[config.mk]
export PLATFORM = sky130hd
export DESIGN_NAME = sync_timer_top
export DESIGN_NICKNAME = d
export VERILOG_FILES = /design/src/common/sync_pkg.sv /design/src/logic/pipe_addsub.sv /design/src/synchronizer/lap_aligner.sv /design/src/synchronizer/synchronizer.sv /design/src/logic/axil_sync_regs.sv /design/src/logic/sync_timer_top.sv
export VERILOG_INCLUDE_DIRS = /design/src /design/src/common
export SDC_FILE = /design/constraint.sdc
export NUM_CORES = 2
export LEC_CHECK = 0
export BUFFER_PORTS_ARGS = -buffer_cell sky130_fd_sc_hd__buf_2
export CAP_MARGIN = 20
export CORE_AREA = 2 2 351 353
export CTS_CLUSTER_SIZE = 10
export DETAILED_ROUTE_END_ITERATION = 12
export DIE_AREA = 0 0 353 355
export PLACE_DENSITY_LB_ADDON = 0.12
export SLEW_MARGIN = 20
export SYNTH_ARGS = -nofsm -noshare
export SYNTH_HDL_FRONTEND = slang
export SYNTH_HIERARCHICAL = 1
export SYNTH_SLANG_ARGS = --single-unit
[constraint.sdc]
create_clock -name CLK -period 9.3 [get_ports CLK]
set_clock_uncertainty 0.2 [all_clocks]
set_input_delay 0 -clock CLK [delete_from_list [all_inputs] [get_ports CLK]]
set_output_delay 0 -clock CLK [all_outputs]
set_load 0.1 [all_outputs]
[src/common/sync_config.svh]
`ifndef SYNC_CONFIG_SVH
`define SYNC_CONFIG_SVH

// one sync base period, in nanoseconds and in clock ticks.
`define SYNC_BASE_NS 19'd500000
`define SYNC_BASE_CNT 18'd5120

`define ADDSUB_LATENCY 6  // default depth of the add/sub pipeline.

`define AXIL_ADDR_W 8

`endif

[src/common/sync_pkg.sv]
`include "sync_config.svh"

package sync_pkg;

  // settings handed from the register block to the synchronizer.
  typedef struct packed {
    logic        update;          // one cycle strobe.
    logic [63:0] ecat_sync_time;  // nanoseconds.
  } sync_settings_t;

  typedef struct packed {
    logic [`AXIL_ADDR_W-1:0] awaddr;
    logic                    awvalid;
    logic [31:0]             wdata;
    logic [3:0]              wstrb;
    logic                    wvalid;
    logic                    bready;
    logic [`AXIL_ADDR_W-1:0] araddr;
    logic                    arvalid;
    logic                    rready;
  } axil_req_t;

  typedef struct packed {
    logic        awready;
    logic        wready;
    logic        arready;
    logic [1:0]  bresp;
    logic        bvalid;
    logic [31:0] rdata;
    logic [1:0]  rresp;
    logic        rvalid;
  } axil_rsp_t;

  typedef enum logic [`AXIL_ADDR_W-1:0] {
    REG_CTRL    = 'h00,
    REG_SYNC_LO = 'h04,
    REG_SYNC_HI = 'h08,
    REG_STATUS  = 'h0C,
    REG_TIME_LO = 'h10,
    REG_TIME_HI = 'h14
  } reg_addr_e;

  typedef enum logic {
    OP_ADD = 1'b0,
    OP_SUB = 1'b1
  } addsub_op_e;

  typedef enum logic [1:0] {
    RESP_OKAY   = 2'd0,
    RESP_SLVERR = 2'd2
  } resp_e;

  typedef enum logic [1:0] {
    IDLE,
    DIVIDE,
    SCALE
  } align_state_e;

endpackage

[src/logic/pipe_addsub.sv]
`timescale 1ns/100ps
`include "sync_config.svh"

module pipe_addsub #(
  parameter int LATENCY = `ADDSUB_LATENCY
) (
  input  logic                 CLK,
  input  logic                 arst_n,
  input  sync_pkg::addsub_op_e op,
  input  logic [63:0]          a,
  input  logic [63:0]          b,
  output logic signed [64:0]   s
);
  import sync_pkg::*;

  logic signed [64:0] result;
  logic signed [64:0] chain [LATENCY];

  // both operands are unsigned, so one extra bit keeps the sign of a difference.
  assign result = (op == OP_SUB) ? $signed({1'b0, a}) - $signed({1'b0, b})
                                 : $signed({1'b0, a}) + $signed({1'b0, b});

  always_ff @(posedge CLK or negedge arst_n) begin
    if (!arst_n) begin
      for (int i = 0; i < LATENCY; i++) begin
        chain[i] <= '0;
      end
    end else begin
      chain[0] <= result;
      for (int i = 1; i < LATENCY; i++) begin
        chain[i] <= chain[i-1];  // a new pair may enter every cycle.
      end
    end
  end

  assign s = chain[LATENCY-1];

endmodule

[src/synchronizer/lap_aligner.sv]
`timescale 1ns/100ps
`include "sync_config.svh"

module lap_aligner (
  input  logic        CLK,
  input  logic        arst_n,
  input  logic        start,
  input  logic [63:0] time_ns,
  output logic [63:0] aligned_tick,
  output logic        done
);
  import sync_pkg::*;

  align_state_e state;
  logic [5:0]   bit_cnt;
  logic [19:0]  rem;
  logic [19:0]  rem_shift;
  logic         rem_ge;
  logic [63:0]  work;  // dividend on entry, quotient after the divide.
  logic [17:0]  mult;

  assign rem_shift = {rem[18:0], work[63]};
  assign rem_ge    = rem_shift >= {1'b0, `SYNC_BASE_NS};

  always_ff @(posedge CLK or negedge arst_n) begin
    if (!arst_n) begin
      state   <= IDLE;
      bit_cnt <= '0;
      done    <= 1'b0;
    end else begin
      done <= 1'b0;
      if (start) begin
        state   <= DIVIDE;  // a new start restarts a running division.
        bit_cnt <= '0;
      end else begin
        case (state)
          DIVIDE: begin
            bit_cnt <= bit_cnt + 6'd1;
            if (bit_cnt == 6'd63) begin
              state <= SCALE;
            end
          end
          SCALE: begin
            if (mult[17:1] == '0) begin
              state <= IDLE;
              done  <= 1'b1;
            end
          end
          default: begin
            state <= IDLE;
          end
        endcase
      end
    end
  end

  //////////////////////////////////////////////////
  // restoring divide, then shift-add multiply by the tick count.

  always_ff @(posedge CLK) begin
    if (start) begin
      work         <= time_ns;
      rem          <= '0;
      aligned_tick <= '0;
      mult         <= `SYNC_BASE_CNT;
    end else if (state == DIVIDE) begin
      rem  <= rem_ge ? rem_shift - {1'b0, `SYNC_BASE_NS} : rem_shift;
      work <= {work[62:0], rem_ge};
    end else if (state == SCALE) begin
      if (mult[0]) begin
        aligned_tick <= aligned_tick + work;
      end
      work <= {work[62:0], 1'b0};
      mult <= {1'b0, mult[17:1]};  // stops once no set bit is left.
    end
  end

endmodule

[src/synchronizer/synchronizer.sv]
`timescale 1ns/100ps
`include "sync_config.svh"

module synchronizer (
  input  logic                     CLK,
  input  logic                     arst_n,
  input  sync_pkg::sync_settings_t settings,
  input  logic                     ecat_sync,
  output logic [63:0]              sys_time,
  output logic                     sync,
  output logic                     skip_one_assert,
  output logic                     set_pending
);
  import sync_pkg::*;

  logic [2:0]                           sync_tri;
  logic [63:0]                          aligned_tick;
  logic                                 align_done;
  logic                                 aligned_ready;
  logic                                 apply;
  logic [63:0]                          next_sync_time;  // expected grid time.
  logic [63:0]                          a_diff;
  logic [63:0]                          b_diff;
  logic signed [64:0]                   s_diff;
  logic [63:0]                          a_next;
  logic signed [64:0]                   s_next;
  logic signed [18:0]                   sync_time_diff;
  logic [$clog2(`ADDSUB_LATENCY+2)-1:0] diff_cnt;
  logic [$clog2(`ADDSUB_LATENCY+2)-1:0] next_cnt;
  logic [17:0]                          next_sync_cnt;

  lap_aligner u_lap_aligner (
    .CLK          (CLK),
    .arst_n       (arst_n),
    .start        (settings.update),
    .time_ns      (settings.ecat_sync_time),
    .aligned_tick (aligned_tick),
    .done         (align_done)
  );

  pipe_addsub #(.LATENCY(`ADDSUB_LATENCY)) u_sub_diff (
    .CLK    (CLK),
    .arst_n (arst_n),
    .op     (OP_SUB),
    .a      (a_diff),
    .b      (b_diff),
    .s      (s_diff)
  );

  pipe_addsub #(.LATENCY(`ADDSUB_LATENCY)) u_add_next (
    .CLK    (CLK),
    .arst_n (arst_n),
    .op     (OP_ADD),
    .a      (a_next),
    .b      ({46'd0, `SYNC_BASE_CNT}),
    .s      (s_next)
  );

  //////////////////////////////////////////////////
  // sync edge and pending update.

  always_ff @(posedge CLK or negedge arst_n) begin
    if (!arst_n) begin
      sync_tri <= '0;
    end else begin
      sync_tri <= {sync_tri[1:0], ecat_sync};  // stage 0 only settles the input.
    end
  end

  assign sync  = sync_tri[1] & ~sync_tri[2];
  assign apply = sync & set_pending & aligned_ready;

  always_ff @(posedge CLK or negedge arst_n) begin
    if (!arst_n) begin
      set_pending   <= 1'b0;
      aligned_ready <= 1'b0;
    end else begin
      if (settings.update) begin
        set_pending   <= 1'b1;
        aligned_ready <= 1'b0;
      end else begin
        if (apply) begin
          set_pending <= 1'b0;
        end
        if (align_done) begin
          aligned_ready <= 1'b1;
        end
      end
    end
  end

  //////////////////////////////////////////////////
  // counter, grid scheduler and drift correction.

  always_ff @(posedge CLK or negedge arst_n) begin
    if (!arst_n) begin
      sys_time        <= '0;
      skip_one_assert <= 1'b0;
      next_sync_time  <= '0;
      a_diff          <= '0;
      b_diff          <= '0;
      a_next          <= '0;
      sync_time_diff  <= '0;
      diff_cnt        <= '0;
      next_cnt        <= '0;
      next_sync_cnt   <= '0;
    end else if (sync) begin
      if (apply) begin
        sys_time       <= aligned_tick;
        next_sync_time <= aligned_tick;
        a_diff         <= '0;
        b_diff         <= '0;
        sync_time_diff <= '0;
      end else begin
        a_diff   <= next_sync_time;
        b_diff   <= sys_time + 64'd1;  // the value the counter takes at this pulse.
        sys_time <= sys_time + 64'd1;
      end
      diff_cnt        <= '0;
      next_sync_cnt   <= `SYNC_BASE_CNT / 2;
      skip_one_assert <= 1'b0;
    end else begin
      if (diff_cnt == `ADDSUB_LATENCY + 1) begin
        if (sync_time_diff == '0) begin
          sys_time        <= sys_time + 64'd1;
          skip_one_assert <= 1'b0;
        end else if (sync_time_diff < 19'sd0) begin
          skip_one_assert <= 1'b0;  // counter is ahead, so hold it a cycle.
          sync_time_diff  <= sync_time_diff + 19'sd1;
        end else begin
          sys_time        <= sys_time + 64'd2;
          skip_one_assert <= 1'b1;
          sync_time_diff  <= sync_time_diff - 19'sd1;
        end
      end else begin
        if (diff_cnt == `ADDSUB_LATENCY) begin
          sync_time_diff <= {s_diff[64], s_diff[17:0]};
        end
        diff_cnt        <= diff_cnt + 1'b1;
        sys_time        <= sys_time + 64'd1;
        skip_one_assert <= 1'b0;
      end

      // the grid time moves on half a period after each pulse.
      if (next_sync_cnt == `SYNC_BASE_CNT - 18'd1) begin
        next_sync_cnt <= '0;
        a_next        <= next_sync_time;
        next_cnt      <= '0;
      end else begin
        if (next_cnt == `ADDSUB_LATENCY) begin
          next_sync_time <= s_next[63:0];
          next_cnt       <= next_cnt + 1'b1;
        end else if (next_cnt < `ADDSUB_LATENCY) begin
          next_cnt <= next_cnt + 1'b1;
        end
        next_sync_cnt <= next_sync_cnt + 18'd1;
      end
    end
  end

endmodule

[src/logic/axil_sync_regs.sv]
`timescale 1ns/100ps

module axil_sync_regs (
  input  logic                     CLK,
  input  logic                     arst_n,
  input  sync_pkg::axil_req_t      axil_req,
  output sync_pkg::axil_rsp_t      axil_rsp,
  output sync_pkg::sync_settings_t settings,
  input  logic [63:0]              sys_time,
  input  logic                     set_pending
);
  import sync_pkg::*;

  logic        wr_accept;
  logic        rd_accept;
  reg_addr_e   wr_addr;
  reg_addr_e   rd_addr;
  logic [63:0] sync_time;
  logic        update;
  logic        bvalid;
  logic        rvalid;
  resp_e       bresp;
  resp_e       rresp;
  logic [31:0] rdata;
  logic [31:0] time_hi;  // upper time half, caught on a low half read.

  function automatic logic is_mapped(reg_addr_e addr);
    case (addr)
      REG_CTRL, REG_SYNC_LO, REG_SYNC_HI: return 1'b1;
      REG_STATUS, REG_TIME_LO, REG_TIME_HI: return 1'b1;
      default: return 1'b0;
    endcase
  endfunction

  assign wr_addr   = reg_addr_e'(axil_req.awaddr);
  assign rd_addr   = reg_addr_e'(axil_req.araddr);
  assign wr_accept = axil_req.awvalid & axil_req.wvalid & ~bvalid;
  assign rd_accept = axil_req.arvalid & ~rvalid;

  //////////////////////////////////////////////////
  // write channel.

  always_ff @(posedge CLK or negedge arst_n) begin
    if (!arst_n) begin
      sync_time <= '0;
      update    <= 1'b0;
      bvalid    <= 1'b0;
    end else begin
      update <= 1'b0;
      if (wr_accept) begin
        bvalid <= 1'b1;
        case (wr_addr)
          REG_CTRL: begin
            update <= axil_req.wstrb[0] & axil_req.wdata[0];
          end
          REG_SYNC_LO: begin
            for (int i = 0; i < 4; i++) begin
              if (axil_req.wstrb[i]) begin
                sync_time[8*i +: 8] <= axil_req.wdata[8*i +: 8];
              end
            end
          end
          REG_SYNC_HI: begin
            for (int i = 0; i < 4; i++) begin
              if (axil_req.wstrb[i]) begin
                sync_time[32+8*i +: 8] <= axil_req.wdata[8*i +: 8];
              end
            end
          end
          default: begin
            update <= 1'b0;  // read-only and unmapped words keep their state.
          end
        endcase
      end else if (axil_req.bready) begin
        bvalid <= 1'b0;
      end
    end
  end

  always_ff @(posedge CLK) begin
    if (wr_accept) begin
      bresp <= is_mapped(wr_addr) ? RESP_OKAY : RESP_SLVERR;
    end
  end

  //////////////////////////////////////////////////
  // read channel.

  always_ff @(posedge CLK or negedge arst_n) begin
    if (!arst_n) begin
      rvalid <= 1'b0;
    end else if (rd_accept) begin
      rvalid <= 1'b1;
    end else if (axil_req.rready) begin
      rvalid <= 1'b0;
    end
  end

  always_ff @(posedge CLK) begin
    if (rd_accept) begin
      rresp <= is_mapped(rd_addr) ? RESP_OKAY : RESP_SLVERR;
      case (rd_addr)
        REG_SYNC_LO: rdata <= sync_time[31:0];
        REG_SYNC_HI: rdata <= sync_time[63:32];
        REG_STATUS:  rdata <= {31'd0, set_pending};
        REG_TIME_LO: begin
          rdata   <= sys_time[31:0];
          time_hi <= sys_time[63:32];  // keeps a 64-bit read consistent.
        end
        REG_TIME_HI: rdata <= time_hi;
        default:     rdata <= '0;
      endcase
    end
  end

  assign axil_rsp.awready = wr_accept;
  assign axil_rsp.wready  = wr_accept;
  assign axil_rsp.arready = rd_accept;
  assign axil_rsp.bresp   = bresp;
  assign axil_rsp.bvalid  = bvalid;
  assign axil_rsp.rdata   = rdata;
  assign axil_rsp.rresp   = rresp;
  assign axil_rsp.rvalid  = rvalid;

  assign settings.update         = update;
  assign settings.ecat_sync_time = sync_time;

endmodule

[src/logic/sync_timer_top.sv]
`timescale 1ns/100ps

module sync_timer_top (
  input  logic                CLK,
  input  logic                arst_n,
  input  sync_pkg::axil_req_t axil_req,
  output sync_pkg::axil_rsp_t axil_rsp,
  input  logic                ecat_sync,
  output logic [63:0]         sys_time,
  output logic                sync,
  output logic                skip_one_assert
);
  import sync_pkg::*;

  sync_settings_t settings;
  logic           set_pending;

  // host side register block.
  axil_sync_regs u_axil_sync_regs (
    .CLK         (CLK),
    .arst_n      (arst_n),
    .axil_req    (axil_req),
    .axil_rsp    (axil_rsp),
    .settings    (settings),
    .sys_time    (sys_time),
    .set_pending (set_pending)
  );

  synchronizer u_synchronizer (
    .CLK             (CLK),
    .arst_n          (arst_n),
    .settings        (settings),
    .ecat_sync       (ecat_sync),
    .sys_time        (sys_time),
    .sync            (sync),
    .skip_one_assert (skip_one_assert),
    .set_pending     (set_pending)
  );

endmodule

Word-level counts from Yosys, hierarchy flattened:

Index checks and enable logic that the tools add are counted.
Widths: inputs -> output; s select.

* flip-flop bits (word level): 1447
* bits of input ports: 60
* output and inout bits: 107
* word-level logic and storage cells: 187

* add/sub/neg operators: 12
* $lt $le $gt $ge: 3
* equal/unequal tests: 24
* mux-type cells: 58
* bitwise gates (word level): 12
* reduce and logical (&&, ||, !) cells: 31

Operators with widths (count)
* $mux 64: 14
* $pmux 32 s5: 1
* $mux 19: 7
* $sub 64x64->65: 1
* $add 64x1->64 const B: 1
* $add 64x13->64 const B: 1
* $add 64x2->64 const B: 1
* $add 64x64->64: 1
* $mux 18: 2
* $reduce_and 3->1: 11
* $eq 8x4->1 const B: 4
* $eq 8x5->1 const B: 4
* $mux 1: 21
* $ge 20x19->1 const B: 1
* $add 19x2->19 const B: 1
* $logic_not 19->1: 1
* $lt 19x1->1 const B: 1
* $sub 19x19->19 const B: 1
* $sub 19x2->19 const B: 1
* $add 18x1->18 const B: 1
* $eq 18x13->1 const B: 1
* $logic_not 17->1: 1
* $eq 8x3->1 const B: 2
* $logic_not 8->1: 2
* other kinds (22): 58

Depth between registers and ports, before layout:

* depth after elaboration: 6
* gate-level depth with buffers: 21
* mapped depth without buffers: 19

By module:

The synthesis kept the hierarchy.

By module, submodules not included
* pipe_addsub: instances 2, cells each 1250, area each 15409.8 um2, sequential area each 9759.4 um2
* synchronizer: instances 1, cells each 2151, area each 19789.0 um2, sequential area each 9233.9 um2
* lap_aligner: instances 1, cells each 1156, area each 10402.5 um2, sequential area each 4068.9 um2
* axil_sync_regs: instances 1, cells each 364, area each 5559.1 um2, sequential area each 3658.5 um2

Least setup slack after synthesis:

OpenSTA, ideal clock, no wires.

* path kind: register to register
* from: register u_axil_sync_regs.rvalid
* to: register u_axil_sync_regs.time_hi[0], enable pin
* library setup time: 0.391 ns
* data arrival time: 3.017 ns
* data required time: 8.709 ns
* setup slack: 5.692 ns
* stages on the path, launching flop included: 3
* path buffers: 0
* period minus slack after synthesis: 3.608 ns
* cells stage by stage: dfrtp_1 > nor2b_1 > and4_1

* longest elaborated chain between the ends: 3

Ends and longest elaborated chain
* start, declared: line axil_sync_regs.sv:21 `logic rvalid;`
* start signal, assigned: line axil_sync_regs.sv:91 `rvalid <= 1'b0;`
* start signal, assigned: line axil_sync_regs.sv:93 `rvalid <= 1'b1;`
* start signal, assigned: line axil_sync_regs.sv:95 `rvalid <= 1'b0;`
* $not 1->1: line axil_sync_regs.sv:38 `assign rd_accept = axil_req.arvalid & ~rvalid;`
* $and 1x1->1: line axil_sync_regs.sv:38
* named net u_axil_sync_regs.rd_accept: line axil_sync_regs.sv:15 `logic rd_accept;`
* $reduce_and 2->1 (no line)
* end signal, assigned: line axil_sync_regs.sv:108 `time_hi <= sys_time[63:32];`
* end, declared: line axil_sync_regs.sv:25 `logic [31:0] time_hi;`

The timed path passes the listed nets, and every way through them passes these cells.
A chain may end at the register's enable or synchronous reset.

Final worst setup path:

* from: input port axil_req[55] (netlist name)
* to: register u_axil_sync_regs.sync_time[19]

* longest elaborated chain between the ends: 2

Ends and longest elaborated chain
* start, declared: line sync_timer_top.sv:6 `input sync_pkg::axil_req_t axil_req,`
* $eq 8x3->1: line axil_sync_regs.sv:52 `case (wr_addr)`
* $reduce_and 3->1 (no line)
* end signal, assigned by index: line axil_sync_regs.sv:59 `sync_time[8*i +: 8] <= axil_req.wdata[8*i +: 8];`
* end signal, assigned by index: line axil_sync_regs.sv:66 `sync_time[32+8*i +: 8] <= axil_req.wdata[8*i +: 8];`
* end, declared: line axil_sync_regs.sv:18 `logic [63:0] sync_time;`

No other way between the ends.

==> metrics.md <==
| Metric | Value |
|---|---|
| TritonCTS Buffers | `141` |
| Largest stage delay, worst path | `0.68 ns` |
| DRC violations left | `0` |
| Pre-antenna DRT Iters | `6` |
| Final RePlAce weighted congestion | `1.00` |
| Max-slew headroom | `30.7%` |
| Placed standard-cell area | `0.0595 sq mm` |
| Number of fill cells in the layout | `10.9k` |
| Number of max-cap violations | `0` |
| Setup total negative slack | `0 ns` |
| Synth warn | `6` |
| Effective utilization at floorplan | `47.2%` |
| First-iteration detailed-routing DRC count | `4398` |
| Sequential standard cell area | `0.0294 sq mm` |
| Quantity of I/O buffers inserted on ports | `164` |
| Kind of start point of the critical path | `primary input` |
| Clock tree root driver cell | `sky130_fd_sc_hd__clkbuf_16` |
| Wire length of the first global-routing pass | `270 mm` |
| Post-synthesis instance area | `0.0573 sq mm` |
| TritonCTS clock tree | `done` |
| Fin nets | `6110` |
| Worst Path Class, Setup | `in -> reg` |
| Total overflow reported by the global router | `0` |
| Clk sinks | `1169` |
| Final Hold Vio Count | `0` |
| Post-detailed-placement half-perimeter wirelength | `130 mm` |
| Number of vias per cell | `5.77` |
| Total routed wirelength | `180 mm` |
| Worst Path Required | `9.77 ns` |
| Post-route ant nets | `0` |
| CTS-repair resized insts | `0` |
| Count of endpoints failing setup in the final report | `0` |
| Maximum ir drop on the vdd rail | `171 uV` |
| Height of the chip | `355 um` |
| Clock transition at the register clock pins on the worst setup and hold paths after CTS | `0.06 ns` |
| Number of placement rows | `128` |
| Clock insertion delay at the later pin of the skew report | `0.79 ns` |
| Synth-to-layout area growth | `13.6%` |
| Horizontal die dimension | `353 um` |
| Data arrival time of the critical path | `4.57 ns` |
| Count of mapped cells out of synthesis | `5533` |
| Layout cells sized above 1 | `11.8%` |
| Area of the die | `0.125 sq mm` |
| Time the worst path needs with I/O delays and setup | `4.11 ns` |
| Pin count of the biggest net entering global routing | `174` |
| Number of antenna violations at the first check in global routing | `12` |
| H-Tree Depth | `4` |
| Vias after detailed routing | `43.5k` |
| Worst Hold Class | `in -> reg` |
| Pwr Density | `227 mW/mm^2` |
| Cell type with the highest occurrence count on the critical path | `sky130_fd_sc_hd__dlygate4sd3_1` |
| Multi-input gate area | `0.0264 sq mm` |
| I/O Pins | `167` |
| Clock Tree Buf Depth | `3` |
| Final slew viol count | `0` |
| Post-Route Hold Slack | `0.116 ns` |
| Biggest fanout along the worst timing path | `8` |
| Worst Tran Pin Value | `1.03 ns` |
| Element type at the critical path end | `register` |
| Core box area | `0.121 sq mm` |
| Period utilization | `44.1%` |
| Leakage power summed over all cells | `0.0287 uW` |
| Achievable clock frequency | `244 MHz` |
| Cells along the critical path | `dlygate4sd3_1, buf_2, dlygate4sd3_1, or4_4, dlygate4sd3_1, nor4_4, dlygate4sd3_1, nand2_2, mux2_2, dlygate4sd3_1` |
| Crit path max-delay cell type | `sky130_fd_sc_hd__dlygate4sd3_1` |
| Routed wirelength normalized by instance count | `23.9 um` |
| Outcome | `completed` |
| RSZ-0062 raised after global routing | `no` |
| Overall global routing resource usage | `28.6%` |
| Syn Area/Cell | `10.4 sq um` |
| Via count of the first global-routing pass | `41.6k` |
| Post-layout instance area | `0.0651 sq mm` |
-- power breakdown --
group          leakage [uW]  switching (uW)  internal [uW]
logic                0.0129            1990           1070
clock network       0.00204            2190           2910
registers            0.0138             639           5960
total                0.0287            4820           9940
-- registers in the layout, indices dropped and copies added, names as in the netlist, 3 cells and up --
signal,cells
u_axil_sync_regs/rdata,32
u_axil_sync_regs/sync_time,64
u_axil_sync_regs/time_hi,32
u_synchronizer/a_diff,64
u_synchronizer/a_next,64
u_synchronizer/b_diff,64
u_synchronizer/diff_cnt,3
u_synchronizer/next_cnt,3
u_synchronizer/next_sync_cnt,18
u_synchronizer/next_sync_time,64
u_synchronizer/sync_time_diff,19
u_synchronizer/sync_tri,3
u_synchronizer/sys_time,64
u_synchronizer/u_add_next/chain,320
u_synchronizer/u_add_next/s,64
u_synchronizer/u_lap_aligner/aligned_tick,64
u_synchronizer/u_lap_aligner/bit_cnt,6
u_synchronizer/u_lap_aligner/mult,13
u_synchronizer/u_lap_aligner/rem,19
u_synchronizer/u_lap_aligner/work,64
u_synchronizer/u_sub_diff/chain,95
u_synchronizer/u_sub_diff/s,19
-- through the flow --
stage	power, uW	std cells	setup WS [ns]	utilization, %
2_1_floorplan	8740	5733	5.69	-
4_1_cts	14900	7533	5.38	53.6
6_report	14800	7538	5.19	53.6
3_5_place_dp	9650	7179	5.40	49.0
3_3_place_gp	9600	7179	5.42	49.0
5_1_grt	15500	7533	5.05	53.6
-- layer usage --
layer | up-vias | track usage (%) | wire length (um)
met5 | - | 0 | 61
met1 | 21289 | 41.5 | 82500
li1 | 20074 | - | -
met4 | 8 | 13.7 | 8970
met3 | 392 | 4.67 | 12400
met2 | 1719 | 41.7 | 76400
-- cell type report --
cell class / count / area share, %
Antenna cell: 5 / 0.0192
Timing Repair Buffer: 349 / 4.00
Tap cell: 1625 / 3.13
Multi-Input combinational cell: 4071 / 40.6
Clock inverter: 27 / 0.671
Clock buffer: 198 / 5.86
Inverter: 94 / 0.542
Sequential cell: 1169 / 45.2
-- critical path, delay by kind of cell --
family                 cells  cell delay, ns
muxes                      1            0.33
and+or+nand+nor            3            1.09
buffers and inverters      6            3.14
-- worst paths after layout --
kind                                                     start                                 endpoint  slack (ns)  depth (start not counted)
max                                               axil_req[55]           u_axil_sync_regs/sync_time[19]        5.19                         10
min                                               axil_req[12]                  u_axil_sync_regs/update        0.12                          4
max reg2reg                         u_synchronizer/sync_tri[1]        u_synchronizer/next_sync_time[52]        5.32                          6
min reg2reg                u_synchronizer/u_add_next/chain[98]          u_synchronizer/u_add_next/s[33]        0.14                          0
max in group asynchronous                               arst_n     u_synchronizer/u_add_next/chain[268]        7.03                          5
min in group asynchronous                               arst_n  u_synchronizer/u_lap_aligner/bit_cnt[4]        0.32                          4
-- timing repair --
action | CTS | global route
setup buffers | 0 | 0
endpoints found under the hold margin | 454 | 0
hold buffers | 129 | 0
-- cells in the final DEF (no fill, tap or decap), drive strengths merged, types with 94 or more instances in the layout --
| cell | n |
|---|---|
| dfrtp | 943 |
| nand2 | 654 |
| a21oi | 399 |
| nor2 | 381 |
| o21ai | 363 |
| xnor2 | 262 |
| buf | 221 |
| ha | 220 |
| conb | 203 |
| clkbuf | 198 |
| mux2 | 196 |
| edfxtp | 130 |
| dlygate4sd3 | 128 |
| nor3 | 118 |
| nand3 | 110 |
| inv | 100 |
| xor2 | 99 |
| dfxtp | 96 |
| a21o | 94 |
Power figures use the tool's default switching activity.
